--- src/eu_cfg_pkg.sv ---
/*
 * event unit configuration
 * sizes, event line positions and the per-core event word type
 */
`default_nettype none

package eu_cfg_pkg;

  localparam int MAX_CORES = 8;
  localparam int CORE_ID_W = 3;
  localparam int EVT_W     = 32;

  // bit positions inside each core's event word
  localparam int SW_EVT_BASE  = 0;
  localparam int BARR_EVT_BIT = 8;
  localparam int SOC_EVT_BIT  = 9;
  localparam int EXT_EVT_BASE = 12;

  typedef logic [EVT_W-1:0]     eu_evt_t;
  typedef logic [MAX_CORES-1:0] core_mask_t;

endpackage

`default_nettype wire

--- src/eu_cmd_pkg.sv ---
/*
 * event unit command format
 * opcodes, the argument union and the command/response words of a core port
 */
`default_nettype none

package eu_cmd_pkg;

  typedef enum logic [2:0] {
    OP_SET_MASK    = 3'd0,
    OP_TRIG_SW     = 3'd1,
    OP_BARR_CFG    = 3'd2,
    OP_BARR_ARRIVE = 3'd3,
    OP_WAIT        = 3'd4,
    OP_SOC_POP     = 3'd5
  } eu_op_e;

  // id selects the sw event or the barrier, cores is the target/participant set
  typedef struct packed {
    logic [eu_cfg_pkg::EVT_W-eu_cfg_pkg::CORE_ID_W-eu_cfg_pkg::MAX_CORES-1:0] pad;
    logic [eu_cfg_pkg::CORE_ID_W-1:0]                                        id;
    eu_cfg_pkg::core_mask_t                                                  cores;
  } eu_target_t;

  typedef union packed {
    eu_cfg_pkg::eu_evt_t mask;
    eu_target_t          target;
  } eu_arg_u;

  typedef struct packed {
    eu_op_e  op;
    eu_arg_u arg;
  } eu_cmd_t;

  typedef logic [eu_cfg_pkg::EVT_W-1:0] eu_resp_t;

endpackage

`default_nettype wire

--- src/eu_sw_evt_trig.sv ---
/*
 * software event trigger
 * merges the triggers of all cores and sends one registered pulse per event id
 * to every addressed core
 */
`timescale 1ns/1ps
`default_nettype none

module eu_sw_evt_trig #(
  parameter int NB_CORES  = 4,
  parameter int NB_SW_EVT = 8
) (
  input  logic                                clk_i,
  input  logic                                rst_i,
  input  logic [NB_CORES-1:0]                 trig_valid_i,
  input  eu_cmd_pkg::eu_target_t [NB_CORES-1:0] trig_i,
  output logic [NB_CORES-1:0][NB_SW_EVT-1:0]  sw_evt_o
);

  logic [NB_CORES-1:0][NB_SW_EVT-1:0] sw_evt_d;

  // every source may address several targets at once
  always_comb begin
    sw_evt_d = '0;
    for (int src = 0; src < NB_CORES; src++) begin
      for (int dst = 0; dst < NB_CORES; dst++) begin
        for (int e = 0; e < NB_SW_EVT; e++) begin
          if (trig_valid_i[src] && trig_i[src].cores[dst] && (int'(trig_i[src].id) == e)) begin
            sw_evt_d[dst][e] = 1'b1;
          end
        end
      end
    end
  end

  always_ff @(posedge clk_i) begin
    if (rst_i) begin
      sw_evt_o <= '0;
    end else begin
      sw_evt_o <= sw_evt_d;
    end
  end

endmodule

`default_nettype wire

--- src/eu_barrier_unit.sv ---
/*
 * hardware barriers
 * each barrier keeps a participant set and the set of cores that arrived,
 * and pulses an event to all participants once everyone is in
 */
`timescale 1ns/1ps
`default_nettype none

module eu_barrier_unit #(
  parameter int NB_CORES = 4,
  parameter int NB_BARR  = 4
) (
  input  logic                                  clk_i,
  input  logic                                  rst_i,
  input  logic [NB_CORES-1:0]                   cfg_valid_i,
  input  logic [NB_CORES-1:0]                   arrive_valid_i,
  input  eu_cmd_pkg::eu_target_t [NB_CORES-1:0] target_i,
  output logic [NB_CORES-1:0]                   barr_evt_o
);

  logic [NB_BARR-1:0][NB_CORES-1:0] part_q;
  logic [NB_BARR-1:0][NB_CORES-1:0] arrived_q;
  logic [NB_BARR-1:0]               barr_done;
  logic [NB_CORES-1:0]              barr_evt_d;

  always_comb begin
    barr_evt_d = '0;
    for (int b = 0; b < NB_BARR; b++) begin
      barr_done[b] = (part_q[b] != '0) && (arrived_q[b] == part_q[b]);
      if (barr_done[b]) begin
        barr_evt_d = barr_evt_d | part_q[b];
      end
    end
  end

  // a config write overrides an arrival at the same barrier in the same cycle
  always_ff @(posedge clk_i) begin
    if (rst_i) begin
      part_q     <= '0;
      arrived_q  <= '0;
      barr_evt_o <= '0;
    end else begin
      barr_evt_o <= barr_evt_d;
      for (int b = 0; b < NB_BARR; b++) begin
        if (barr_done[b]) begin
          arrived_q[b] <= '0;
        end
        for (int c = 0; c < NB_CORES; c++) begin
          if (arrive_valid_i[c] && (int'(target_i[c].id) == b)) begin
            arrived_q[b][c] <= 1'b1;
          end
        end
        for (int c = 0; c < NB_CORES; c++) begin
          if (cfg_valid_i[c] && (int'(target_i[c].id) == b)) begin
            part_q[b]    <= target_i[c].cores[NB_CORES-1:0];
            arrived_q[b] <= '0;
          end
        end
      end
    end
  end

  // cores must only arrive at barriers that exist
  for (genvar c = 0; c < NB_CORES; c++) begin : g_arrive_chk
    assert property (@(posedge clk_i) disable iff (rst_i)
      arrive_valid_i[c] |-> (int'(target_i[c].id) < NB_BARR));
  end

endmodule

`default_nettype wire

--- src/eu_soc_evt_fifo.sv ---
/*
 * SoC peripheral event FIFO
 * circular buffer of event IDs, popped by the lowest-index requesting core
 */
`timescale 1ns/1ps
`default_nettype none

module eu_soc_evt_fifo #(
  parameter int NB_CORES       = 4,
  parameter int SOC_FIFO_DEPTH = 4,
  parameter int EVNT_WIDTH     = 8
) (
  input  logic                  clk_i,
  input  logic                  rst_i,
  input  logic                  evt_valid_i,
  output logic                  evt_ready_o,
  input  logic [EVNT_WIDTH-1:0] evt_data_i,
  input  logic [NB_CORES-1:0]   pop_req_i,
  output logic [NB_CORES-1:0]   pop_gnt_o,
  output logic [EVNT_WIDTH-1:0] head_o,
  output logic                  not_empty_o
);

  localparam int PTR_W = (SOC_FIFO_DEPTH > 1) ? $clog2(SOC_FIFO_DEPTH) : 1;
  localparam int CNT_W = $clog2(SOC_FIFO_DEPTH + 1);

  logic [EVNT_WIDTH-1:0] mem_q [SOC_FIFO_DEPTH];
  logic [PTR_W-1:0]      wr_ptr_q;
  logic [PTR_W-1:0]      rd_ptr_q;
  logic [CNT_W-1:0]      count_q;
  logic                  push;
  logic                  pop;

  assign evt_ready_o = (count_q != CNT_W'(SOC_FIFO_DEPTH));
  assign not_empty_o = (count_q != '0);
  assign head_o      = mem_q[rd_ptr_q];
  assign push        = evt_valid_i && evt_ready_o;
  // a grant is the popping core's handshake
  assign pop         = |pop_gnt_o;

  // walk down so the lowest requester ends up with the grant
  always_comb begin
    pop_gnt_o = '0;
    if (not_empty_o) begin
      for (int c = NB_CORES - 1; c >= 0; c--) begin
        if (pop_req_i[c]) begin
          pop_gnt_o    = '0;
          pop_gnt_o[c] = 1'b1;
        end
      end
    end
  end

  always_ff @(posedge clk_i) begin
    if (rst_i) begin
      wr_ptr_q <= '0;
      rd_ptr_q <= '0;
      count_q  <= '0;
    end else begin
      if (push) begin
        wr_ptr_q <= (wr_ptr_q == PTR_W'(SOC_FIFO_DEPTH - 1)) ? '0 : wr_ptr_q + 1'b1;
      end
      if (pop) begin
        rd_ptr_q <= (rd_ptr_q == PTR_W'(SOC_FIFO_DEPTH - 1)) ? '0 : rd_ptr_q + 1'b1;
      end
      if (push && !pop) begin
        count_q <= count_q + 1'b1;
      end else if (pop && !push) begin
        count_q <= count_q - 1'b1;
      end
    end
  end

  always_ff @(posedge clk_i) begin
    if (push) begin
      mem_q[wr_ptr_q] <= evt_data_i;
    end
  end

  assert property (@(posedge clk_i) disable iff (rst_i)
    count_q <= CNT_W'(SOC_FIFO_DEPTH));
  assert property (@(posedge clk_i) disable iff (rst_i) $onehot0(pop_gnt_o));

endmodule

`default_nettype wire

--- src/eu_core_unit.sv ---
/*
 * per-core event unit
 * buffers incoming events, decodes the core's commands, gates the core clock
 * during a wait and returns wait and pop results
 */
`timescale 1ns/1ps
`default_nettype none

module eu_core_unit #(
  parameter int EVNT_WIDTH = 8
) (
  input  logic                   clk_i,
  input  logic                   rst_i,
  input  logic                   cmd_valid_i,
  output logic                   cmd_ready_o,
  input  eu_cmd_pkg::eu_cmd_t    cmd_i,
  input  eu_cfg_pkg::eu_evt_t    evt_lines_i,
  output logic                   sw_trig_valid_o,
  output logic                   barr_cfg_valid_o,
  output logic                   barr_arrive_valid_o,
  output eu_cmd_pkg::eu_target_t target_o,
  output logic                   pop_req_o,
  input  logic                   pop_gnt_i,
  input  logic [EVNT_WIDTH-1:0]  soc_head_i,
  output logic                   resp_valid_o,
  output eu_cmd_pkg::eu_resp_t   resp_o,
  output logic                   clock_en_o
);

  import eu_cfg_pkg::*;
  import eu_cmd_pkg::*;

  typedef enum logic [1:0] {ST_IDLE, ST_WAIT, ST_POP} state_e;

  state_e  state_q;
  eu_evt_t evt_buf_q;
  eu_evt_t evt_mask_q;
  eu_evt_t evt_hit;
  logic    evt_hit_any;
  logic    cmd_accept;

  assign evt_hit     = evt_buf_q & evt_mask_q;
  assign evt_hit_any = |evt_hit;

  // a pop is taken from ST_POP once the FIFO grants this core
  assign cmd_ready_o = ((state_q == ST_IDLE) && !(cmd_valid_i && cmd_i.op == OP_SOC_POP)) ||
                       ((state_q == ST_POP) && pop_gnt_i);
  assign cmd_accept  = cmd_valid_i && cmd_ready_o;

  assign sw_trig_valid_o     = cmd_accept && (cmd_i.op == OP_TRIG_SW);
  assign barr_cfg_valid_o    = cmd_accept && (cmd_i.op == OP_BARR_CFG);
  assign barr_arrive_valid_o = cmd_accept && (cmd_i.op == OP_BARR_ARRIVE);
  assign target_o            = cmd_i.arg.target;
  assign pop_req_o           = (state_q == ST_POP) && cmd_valid_i;

  // core sleeps only while waiting on nothing
  assign clock_en_o = !((state_q == ST_WAIT) && !evt_hit_any);

  always_ff @(posedge clk_i) begin
    if (rst_i) begin
      state_q      <= ST_IDLE;
      evt_buf_q    <= '0;
      evt_mask_q   <= '0;
      resp_valid_o <= 1'b0;
    end else begin
      resp_valid_o <= 1'b0;
      evt_buf_q    <= evt_buf_q | evt_lines_i;
      case (state_q)
        ST_IDLE: begin
          if (cmd_accept) begin
            if (cmd_i.op == OP_SET_MASK) begin
              evt_mask_q <= cmd_i.arg.mask;
            end
            if (cmd_i.op == OP_WAIT) begin
              state_q <= ST_WAIT;
            end
          end else if (cmd_valid_i && cmd_i.op == OP_SOC_POP) begin
            state_q <= ST_POP;
          end
        end
        ST_WAIT: begin
          if (evt_hit_any) begin
            // returned bits are consumed, new arrivals still land
            evt_buf_q    <= (evt_buf_q & ~evt_hit) | evt_lines_i;
            resp_valid_o <= 1'b1;
            state_q      <= ST_IDLE;
          end
        end
        ST_POP: begin
          if (cmd_accept) begin
            resp_valid_o <= 1'b1;
            state_q      <= ST_IDLE;
          end
        end
        default: state_q <= ST_IDLE;
      endcase
    end
  end

  always_ff @(posedge clk_i) begin
    if ((state_q == ST_WAIT) && evt_hit_any) begin
      resp_o <= evt_hit;
    end else if ((state_q == ST_POP) && cmd_accept) begin
      resp_o <= EVT_W'(soc_head_i);
    end
  end

  assert property (@(posedge clk_i) disable iff (rst_i) resp_valid_o |=> !resp_valid_o);

endmodule

`default_nettype wire

--- src/event_unit_top.sv ---
/*
 * cluster event unit top level
 * maps sw, barrier, SoC FIFO and external events onto each core's event word
 * and connects the per-core units to the shared blocks
 */
`timescale 1ns/1ps
`default_nettype none

module event_unit_top #(
  parameter int NB_CORES       = 4,
  parameter int NB_SW_EVT      = 8,
  parameter int NB_BARR        = 4,
  parameter int SOC_FIFO_DEPTH = 4,
  parameter int EVNT_WIDTH     = 8
) (
  input  logic                                clk_i,
  input  logic                                rst_i,
  input  logic [NB_CORES-1:0]                 cmd_valid_i,
  output logic [NB_CORES-1:0]                 cmd_ready_o,
  input  eu_cmd_pkg::eu_cmd_t [NB_CORES-1:0]  cmd_i,
  output logic [NB_CORES-1:0]                 resp_valid_o,
  output eu_cmd_pkg::eu_resp_t [NB_CORES-1:0] resp_o,
  output logic [NB_CORES-1:0]                 core_clock_en_o,
  input  logic [NB_CORES-1:0][3:0]            ext_events_i,
  input  logic                                soc_evt_valid_i,
  output logic                                soc_evt_ready_o,
  input  logic [EVNT_WIDTH-1:0]               soc_evt_data_i
);

  import eu_cfg_pkg::*;
  import eu_cmd_pkg::*;

  logic [NB_CORES-1:0]                sw_trig_valid;
  logic [NB_CORES-1:0]                barr_cfg_valid;
  logic [NB_CORES-1:0]                barr_arrive_valid;
  eu_target_t [NB_CORES-1:0]          core_target;
  logic [NB_CORES-1:0][NB_SW_EVT-1:0] sw_evt;
  logic [NB_CORES-1:0]                barr_evt;
  logic [NB_CORES-1:0]                pop_req;
  logic [NB_CORES-1:0]                pop_gnt;
  logic [EVNT_WIDTH-1:0]              soc_head;
  logic                               soc_not_empty;
  eu_evt_t [NB_CORES-1:0]             evt_lines;

  // event map, unused positions stay zero
  always_comb begin
    for (int c = 0; c < NB_CORES; c++) begin
      evt_lines[c]                           = '0;
      evt_lines[c][SW_EVT_BASE +: NB_SW_EVT] = sw_evt[c];
      evt_lines[c][BARR_EVT_BIT]             = barr_evt[c];
      evt_lines[c][SOC_EVT_BIT]              = soc_not_empty;
      evt_lines[c][EXT_EVT_BASE +: 4]        = ext_events_i[c];
    end
  end

  eu_sw_evt_trig #(
    .NB_CORES  ( NB_CORES  ),
    .NB_SW_EVT ( NB_SW_EVT )
  ) eu_sw_evt_trig_i (
    .clk_i        ( clk_i         ),
    .rst_i        ( rst_i         ),
    .trig_valid_i ( sw_trig_valid ),
    .trig_i       ( core_target   ),
    .sw_evt_o     ( sw_evt        )
  );

  eu_barrier_unit #(
    .NB_CORES ( NB_CORES ),
    .NB_BARR  ( NB_BARR  )
  ) eu_barrier_unit_i (
    .clk_i          ( clk_i             ),
    .rst_i          ( rst_i             ),
    .cfg_valid_i    ( barr_cfg_valid    ),
    .arrive_valid_i ( barr_arrive_valid ),
    .target_i       ( core_target       ),
    .barr_evt_o     ( barr_evt          )
  );

  eu_soc_evt_fifo #(
    .NB_CORES       ( NB_CORES       ),
    .SOC_FIFO_DEPTH ( SOC_FIFO_DEPTH ),
    .EVNT_WIDTH     ( EVNT_WIDTH     )
  ) eu_soc_evt_fifo_i (
    .clk_i       ( clk_i           ),
    .rst_i       ( rst_i           ),
    .evt_valid_i ( soc_evt_valid_i ),
    .evt_ready_o ( soc_evt_ready_o ),
    .evt_data_i  ( soc_evt_data_i  ),
    .pop_req_i   ( pop_req         ),
    .pop_gnt_o   ( pop_gnt         ),
    .head_o      ( soc_head        ),
    .not_empty_o ( soc_not_empty   )
  );

  for (genvar i = 0; i < NB_CORES; i++) begin : EU_CORE
    eu_core_unit #(
      .EVNT_WIDTH ( EVNT_WIDTH )
    ) eu_core_unit_i (
      .clk_i               ( clk_i                ),
      .rst_i               ( rst_i                ),
      .cmd_valid_i         ( cmd_valid_i[i]       ),
      .cmd_ready_o         ( cmd_ready_o[i]       ),
      .cmd_i               ( cmd_i[i]             ),
      .evt_lines_i         ( evt_lines[i]         ),
      .sw_trig_valid_o     ( sw_trig_valid[i]     ),
      .barr_cfg_valid_o    ( barr_cfg_valid[i]    ),
      .barr_arrive_valid_o ( barr_arrive_valid[i] ),
      .target_o            ( core_target[i]       ),
      .pop_req_o           ( pop_req[i]           ),
      .pop_gnt_i           ( pop_gnt[i]           ),
      .soc_head_i          ( soc_head             ),
      .resp_valid_o        ( resp_valid_o[i]      ),
      .resp_o              ( resp_o[i]            ),
      .clock_en_o          ( core_clock_en_o[i]   )
    );
  end

endmodule

`default_nettype wire

--- config.mk ---
export PLATFORM = sky130hd
export DESIGN_NAME = event_unit_top
export DESIGN_NICKNAME = d
export VERILOG_FILES = /design/src/eu_cfg_pkg.sv /design/src/eu_cmd_pkg.sv /design/src/eu_sw_evt_trig.sv /design/src/eu_barrier_unit.sv /design/src/eu_soc_evt_fifo.sv /design/src/eu_core_unit.sv /design/src/event_unit_top.sv
export SDC_FILE = /design/constraint.sdc
export NUM_CORES = 1
export LEC_CHECK = 0
export ABC_AREA = 1
export BUFFER_PORTS_ARGS = -buffer_cell sky130_fd_sc_hd__buf_2
export CORE_MARGIN = 10
export CORE_UTILIZATION = 30
export CTS_BUF_LIST = sky130_fd_sc_hd__clkbuf_8
export CTS_CLUSTER_DIAMETER = 50
export DETAILED_ROUTE_END_ITERATION = 12
export GPL_ROUTABILITY_DRIVEN = 0
export PLACE_DENSITY_LB_ADDON = 0.15
export SLEW_MARGIN = 20
export SYNTH_ARGS = -nofsm -noshare
export SYNTH_HDL_FRONTEND = slang
export SYNTH_SLANG_ARGS = --single-unit
export TNS_END_PERCENT = 100
--- constraint.sdc ---
create_clock -name clk_i -period 4.16 [get_ports clk_i]
set_input_delay 0 -clock clk_i [delete_from_list [all_inputs] [get_ports clk_i]]
set_output_delay 0 -clock clk_i [all_outputs]
set_load 0.01 [all_outputs]
==> impl_metrics.ini, run 1 <==
[run_status]
status = finished, final reports clean

[yosys]
netlist_instances = 2659
seq_area_frac_synth_pct = 54.1
ys_top_cells_by_area = dfxtp_1, edfxtp_1, nand2_1, inv_1, nor2_1
async_reset_ff_share_pct = 0
synth_flop_cell = dfxtp_1
synth_edf_count = 160
synth_commonest_cells = nand2_1, inv_1, dfxtp_1, nor2_1, o21ai_0
synth.net_count = 2849
syn_area_um2 = 21600
yosysMostFrequentCell = nand2_1
ys_types = 43
syn_avg_cell_area_um2 = 8.14
synth.top_cell.area_share_pct = 31.9
synth_top_area_cell = dfxtp_1
yosys_warnings = 0
ys_ff_latch = 505

[sta]
maxSlewViolCount = 0
max_slew.worst_pin.slew_ps = 1090
slew-limit-headroom_pct = 27.2
fin_setup_tns_ps = 0
rsz0062_at_grt = no
setup_violations = 0
period_needed_ps = 3550
final_hold_viol_count = 0
max_freq_mhz = 282
finalCritPeriodShare_pct = 85.3
skew_ps = 42.4

[cells_and_area]
synthToLayoutAreaGrowth_pct = 29.5
instances_no_fill = 4196
drive_gt1_share_pct = 16.6
fin_nets = 3354
fillCellCount = 7318

[routing]
route.vias.total = 19469
ant_nets = 0
wl_per_cell_um = 17.7
vias_per_cell = 4.64
drt_iter0_drc = 1101
drc = 0
wirelength_um = 74300
dr.pass1.iters = 5

[global_route]
grt_max_degree = 94
grtUsageTotal_pct = 17.4
grt_overflow = 0
antenna_found_initial = 3
grt_pass1_wl_um = 113000
grt_pass1_vias = 19634

[clock_tree]
cts_tree = built
htreeDepth = 3
clock_path_buffers = 3
clock_sinks = 505
path_clk_slew_ps = 60
cts_made_buffers = 94
postCtsResizedCells = 0
clk_latency_ps = 700
cts_root_buf = clkbuf_8

[critical_path]
r2r_cells = 15
cpLargestDelayFamily = buffers and inverters
cp_max_fo = 6
cp-startpoint = EU_CORE[2].eu_core_unit_i.state_q[0]
cp-start-kind = flop
cpMostUsedCell = dlygate4sd3_1
arrival_ps = 4100
reg2reg_from = EU_CORE[2].eu_core_unit_i.state_q[0]
crit_path_top_delay_cell = dlygate4sd3_1
worst-path-buf-inv = 5
critPathMaxStageDelay_ps = 590
crit_type = flop to flop
r2r_slack_ps = 610
rr_endpoint = EU_CORE[3].eu_core_unit_i.state_q[0]
worst_ep_required_time_ps = 4720
path_cells = inv_1 -> ha_1 -> nand2_1 -> inv_1 -> nor2_1 -> nand3_2 -> nand2_4 -> nand2_2 -> nor2_4 -> nand2_1 -> dlygate4sd3_1 -> nand3_1 -> dlygate4sd3_1 -> a21oi_1 -> dlygate4sd3_1
crit_path_end_kind = flop

[pwr]
finalPower_mw = 13.7
powerDensity_nw_per_um2 = 489
leakage_nw = 12.1
ir_drop_mv = 0.252

[floorplanning]
coreArea_um2 = 71500
dieArea_um2 = 83300
initial_core_util_pct = 30.3
rows = 98
io_pins = 312
die_w_um = 289
die_y_um = 289

[worst_hold_path]
min_path_type = input pin to flop
hp-start = cmd_i[102]
worst_hold_path.endpoint = EU_CORE[2].eu_core_unit_i.state_q[1]
whs_path_depth = 9

[placed_design]
dp.cells = 3824
port_buffers = 311
dp_hpwl_um = 53600

[flow_run]
maxCapViolations = 0
==> repair_timing <==
item,in CTS,in global routing
buffers inserted,0,0
hold buffers,193,0
hold endpoints to repair,252,0
==> worst min-delay path: cells and delay by family <==
| family | cells | cell delay (ps) |
|---|---|---|
| AOI/OAI and AO/OA | 2 | 150 |
| buffers and inverters | 2 | 170 |
| and+or+nand+nor | 5 | 370 |
==> state kept, by name, indices dropped and copies added (netlist names), named ones only <==
| signal | count |
|---|---|
| EU_CORE.eu_core_unit_i.evt_buf_q | 128 |
| EU_CORE.eu_core_unit_i.evt_mask_q | 128 |
| EU_CORE.eu_core_unit_i.resp_o | 128 |
| eu_soc_evt_fifo_i.mem_q | 32 |
| eu_sw_evt_trig_i.sw_evt_o | 32 |
| eu_barrier_unit_i.arrived_q | 16 |
| eu_barrier_unit_i.part_q | 16 |
| EU_CORE.eu_core_unit_i.state_q | 8 |
| EU_CORE.eu_core_unit_i.resp_valid_o | 4 |
| eu_barrier_unit_i.barr_evt_o | 4 |
| eu_soc_evt_fifo_i.count_q | 3 |
| eu_soc_evt_fifo_i.rd_ptr_q | 2 |
| eu_soc_evt_fifo_i.wr_ptr_q | 2 |
==> logic make-up (layout without fill, tap and decap cells) <==
kind of cell	count (synthesis)	count (layout)	share of synthesized area, %
other	0	1	0
AND/OR/NAND/NOR	1032	1032	20.6
AO/OA/AOI/OAI	573	573	14.3
flip-flops	505	505	54.1
buffers and inverters	525	1111	9.61
XOR/XNOR	5	5	0.202
adder cells (fa/ha/maj)	19	19	1.13
==> power breakdown <==
| part | internal [mW] | total, mW | switching (mW) |
|---|---|---|---|
| registers | 5.64 | 5.86 | 0.216 |
| clock network | 2.86 | 5.03 | 2.17 |
| logic | 0.943 | 2.80 | 1.86 |
| total | 9.44 | 13.7 | 4.25 |
==> metal layers <==
layer  part of all wire (%)  track usage, %  vias up
met3                    5.1            2.94      144
met2                     49            30.3      503
li1                       -               -     9671
met5                  0.018               0        -
met4                    3.1            6.80        2
met1                     42            21.1     9149
==> layout by cell type (no fill, tap or decap), types with 13 or more instances in the layout <==
cell type | netlist | routed
nor2_1 | 345 | 345
dfxtp_1 | 345 | 345
inv_1 | 402 | 435
nor2_4 | 13 | 13
nor3_1 | 33 | 33
clkbuf_8 | 0 | 117
o22ai_1 | 15 | 15
nand2_2 | 11 | 15
edfxtp_1 | 160 | 160
buf_2 | 26 | 310
o21ai_0 | 228 | 227
o211ai_1 | 74 | 74
nand2_1 | 468 | 463
ha_1 | 18 | 18
buf_4 | 13 | 18
dlygate4sd3_1 | 0 | 193
nand4_1 | 45 | 45
o21ai_1 | 21 | 21
nand3_1 | 89 | 89
clkinv_2 | 2 | 16
a21oi_1 | 226 | 226
==> final cells by class <==
type | instances | area (um2) | share of cell area (%)
Antenna cell | 1 | 2.50 | 0.00893
Tap cell | 950 | 1190 | 4.24
Sequential cell | 505 | 11700 | 41.8
Multi-Input combinational cell | 1629 | 7870 | 28.1
Timing Repair Buffer | 523 | 3670 | 13.1
Clock inverter | 60 | 423 | 1.51
Inverter | 411 | 1550 | 5.53
Clock buffer | 117 | 1610 | 5.75
==> worst max path at each step <==
stage                                               end  slack, ps  cells after the start
3_5_place_dp   EU_CORE[3].eu_core_unit_i.evt_mask_q[31]       1350                     12
6_report           EU_CORE[3].eu_core_unit_i.state_q[0]        610                     15
4_1_cts            EU_CORE[3].eu_core_unit_i.state_q[0]        640                     15
2_1_floorplan       EU_CORE[3].eu_core_unit_i.resp_o[0]        260                      9
3_3_place_gp     EU_CORE[3].eu_core_unit_i.evt_buf_q[9]       1350                      8
5_1_grt            EU_CORE[3].eu_core_unit_i.state_q[0]        410                     15
==> metrics by stage <==
step | hold WS [ps] | utilization [%] | cell area [um2] | worst slack, ps
6_report | 62.7 | 39.2 | 28000 | 613
4_1_cts | 0.260 | 39.2 | 28000 | 643
3_5_place_dp | 225 | 33.6 | 24000 | 1350
3_3_place_gp | 219 | 33.6 | 24000 | 1350
2_1_floorplan | 98.9 | - | 21600 | 256
5_1_grt | 67.1 | 39.2 | 28000 | 405
No activity file was read; power rests on OpenSTA's default activity.
==> run 2, diff against run 1 <==
--- a/config.mk
+++ b/config.mk
@@ -7,12 +7,16 @@
 export LEC_CHECK = 0
 export ABC_AREA = 1
 export BUFFER_PORTS_ARGS = -buffer_cell sky130_fd_sc_hd__buf_2
+export CELL_PAD_IN_SITES_DETAIL_PLACEMENT = 1
+export CELL_PAD_IN_SITES_GLOBAL_PLACEMENT = 2
 export CORE_MARGIN = 10
 export CORE_UTILIZATION = 30
 export CTS_BUF_LIST = sky130_fd_sc_hd__clkbuf_8
 export CTS_CLUSTER_DIAMETER = 50
 export DETAILED_ROUTE_END_ITERATION = 12
 export GPL_ROUTABILITY_DRIVEN = 0
+export GPL_TIMING_DRIVEN = 0
+export MAX_ROUTING_LAYER = met4
 export PLACE_DENSITY_LB_ADDON = 0.15
 export SLEW_MARGIN = 20
 export SYNTH_ARGS = -nofsm -noshare
==> run 2 against run 1 <==
- global-route usage rose by 4.0 points
- via count rose by 4.8%
- power increased by 1.8%
- largest cell class unchanged
==> impl_metrics.ini, run 2 (synthesized netlist as in run 1, its figures left out) <==
[sta]
final_hold_viol_count = 0
finalCritPeriodShare_pct = 84.5
period_needed_ps = 3510
max_slew.worst_pin.slew_ps = 1170
slew-limit-headroom_pct = 22.2
skew_ps = 51.7
max_freq_mhz = 285
maxSlewViolCount = 0
fin_setup_tns_ps = 0
rsz0062_at_grt = no
setup_violations = 0

[clock_tree]
clock_sinks = 505
cts_root_buf = clkbuf_8
path_clk_slew_ps = 70
cts_made_buffers = 93
clk_latency_ps = 710
cts_setup_buffers = 0
cts_tree = built
postCtsResizedCells = 0
clock_path_buffers = 3
htreeDepth = 3

[placed_design]
port_buffers = 301
dp_hpwl_um = 66300
placed_cell_area_um2 = 24400

[critical_path]
r2r_slack_ps = 650
path_cells = inv_1 -> ha_1 -> nand2_2 -> nor2_1 -> nand2_1 -> nand2_4 -> nand2_2 -> nor2_2 -> nand2_1 -> dlygate4sd3_1 -> nand3_1 -> dlygate4sd3_1 -> a21oi_1 -> dlygate4sd3_1
cpMostUsedCell = dlygate4sd3_1
critPathMaxStageDelay_ps = 610
worst-path-buf-inv = 4
arrival_ps = 4100
reg2reg_from = EU_CORE[1].eu_core_unit_i.state_q[0]
rr_endpoint = EU_CORE[1].eu_core_unit_i.state_q[0]
worst_ep_required_time_ps = 4750
crit_path_top_delay_cell = dlygate4sd3_1
cp_max_fo = 7
crit_type = flop to flop
crit_path_end_kind = flop
r2r_cells = 14
cpLargestDelayFamily = buffers and inverters
cp-start-kind = flop

[worst_hold_path]
min_path_type = input pin to flop
whs_path_depth = 2
hp-start = soc_evt_data_i[5]
worst_hold_path.endpoint = eu_soc_evt_fifo_i.mem_q[3][5]

[floorplanning]
dieArea_um2 = 83300
rows = 98
die_y_um = 289
initial_core_util_pct = 30.3
io_pins = 312
die_w_um = 289
coreArea_um2 = 71500

[cells_and_area]
multi_input_area_um2 = 7900
regArea_um2 = 11700
design_area_um2 = 28500
layout_common_cells = nand2_1, inv_1, dfxtp_1, nor2_1, buf_2
fillCellCount = 8615
reg.largest.list = EU_CORE.eu_core_unit_i.evt_buf_q: 128 flops, EU_CORE.eu_core_unit_i.evt_mask_q: 128 flops, EU_CORE.eu_core_unit_i.resp_o: 128 flops
final_core_util_pct = 39.8
drive_gt1_share_pct = 16.6
fin_nets = 3446
final_common_cell = nand2_1
synthToLayoutAreaGrowth_pct = 31.5

[run_status]
status = finished, final reports clean

[pwr]
leakage_nw = 12.2
ir_drop_mv = 0.219
finalPower_mw = 13.9
powerDensity_nw_per_um2 = 490

[routing]
drt_iter0_drc = 926
ant_nets = 0
route.vias.total = 20394
wirelength_um = 88400
wl_per_cell_um = 20.6
vias_per_cell = 4.75
drc = 0
dr.pass1.iters = 7

[global_route]
grt_overflow = 0
grtUsageTotal_pct = 21.4
grt_pass1_wl_um = 132000
antenna_found_initial = 8
grt_max_degree = 34
grt_pass1_vias = 22182

[flow_run]
maxCapViolations = 0
[run 2: worst max-delay path by stage]
stage / start / endpoint / slack, ps / depth (start not counted)
floorplan: EU_CORE[2].eu_core_unit_i.state_q[0] / EU_CORE[3].eu_core_unit_i.resp_o[0] / 260 / 9
global placement: EU_CORE[1].eu_core_unit_i.state_q[0] / EU_CORE[3].eu_core_unit_i.resp_o[10] / -1510 / 9
finish: EU_CORE[1].eu_core_unit_i.state_q[0] / EU_CORE[1].eu_core_unit_i.state_q[0] / 650 / 14
detailed placement: eu_soc_evt_fifo_i.count_q[0] / eu_soc_evt_fifo_i.count_q[1] / 1040 / 10
global route: EU_CORE[1].eu_core_unit_i.state_q[0] / EU_CORE[1].eu_core_unit_i.state_q[0] / 530 / 14
CTS: EU_CORE[1].eu_core_unit_i.state_q[0] / EU_CORE[1].eu_core_unit_i.state_q[0] / 710 / 14
[run 2: worst register-to-register path: cells and delay by family, from the launching register on]
family	cells	cell delay [ps]
adders and majority gates	1	210
DFF	1	330
buffers and inverters	4	1830
and+or+nand+nor	8	960
AOI/OAI and AO/OA	1	70
[run 2: final cells by class]
cell class | count | area share (%)
sequential | 505 | 41.2
multi-input combinational | 1629 | 27.8
timing repair buffer | 502 | 12.4
clock buffer | 119 | 5.76
inverter | 411 | 5.43
tap | 950 | 4.18
buffer | 114 | 1.89
clock inverter | 54 | 1.31
antenna | 9 | 0.0792
[run 2: routing by layer]
metal  share of wire [%]  global-route usage [%]
met4                 2.3                    6.12
met2                  50                    37.3
met5                   0                       -
met1                  43                    25.3
met3                 4.6                    3.11
[run 2: timing repair]
action / in CTS / in global routing
hold buffers: 199 / 0
endpoints found under the hold margin: 250 / 0
endpoints found under the setup margin: 0 / 0
[run 2: power by group]
group / internal (mW) / switching [mW]
clock network: 2.88 / 2.18
logic: 0.985 / 2.06
registers: 5.64 / 0.201
[run 2: through the flow]
| stage | hold slack [ps] | cells | setup WS, ps |
|---|---|---|---|
| after floorplan | 98.9 | 2659 | 256 |
| after CTS | 29.1 | 4284 | 712 |
| after global placement | 213 | 3910 | -1510 |
| after detailed placement | 227 | 3912 | 1040 |
| after global routing | 63.9 | 4290 | 532 |
| final | 78.8 | 4293 | 647 |
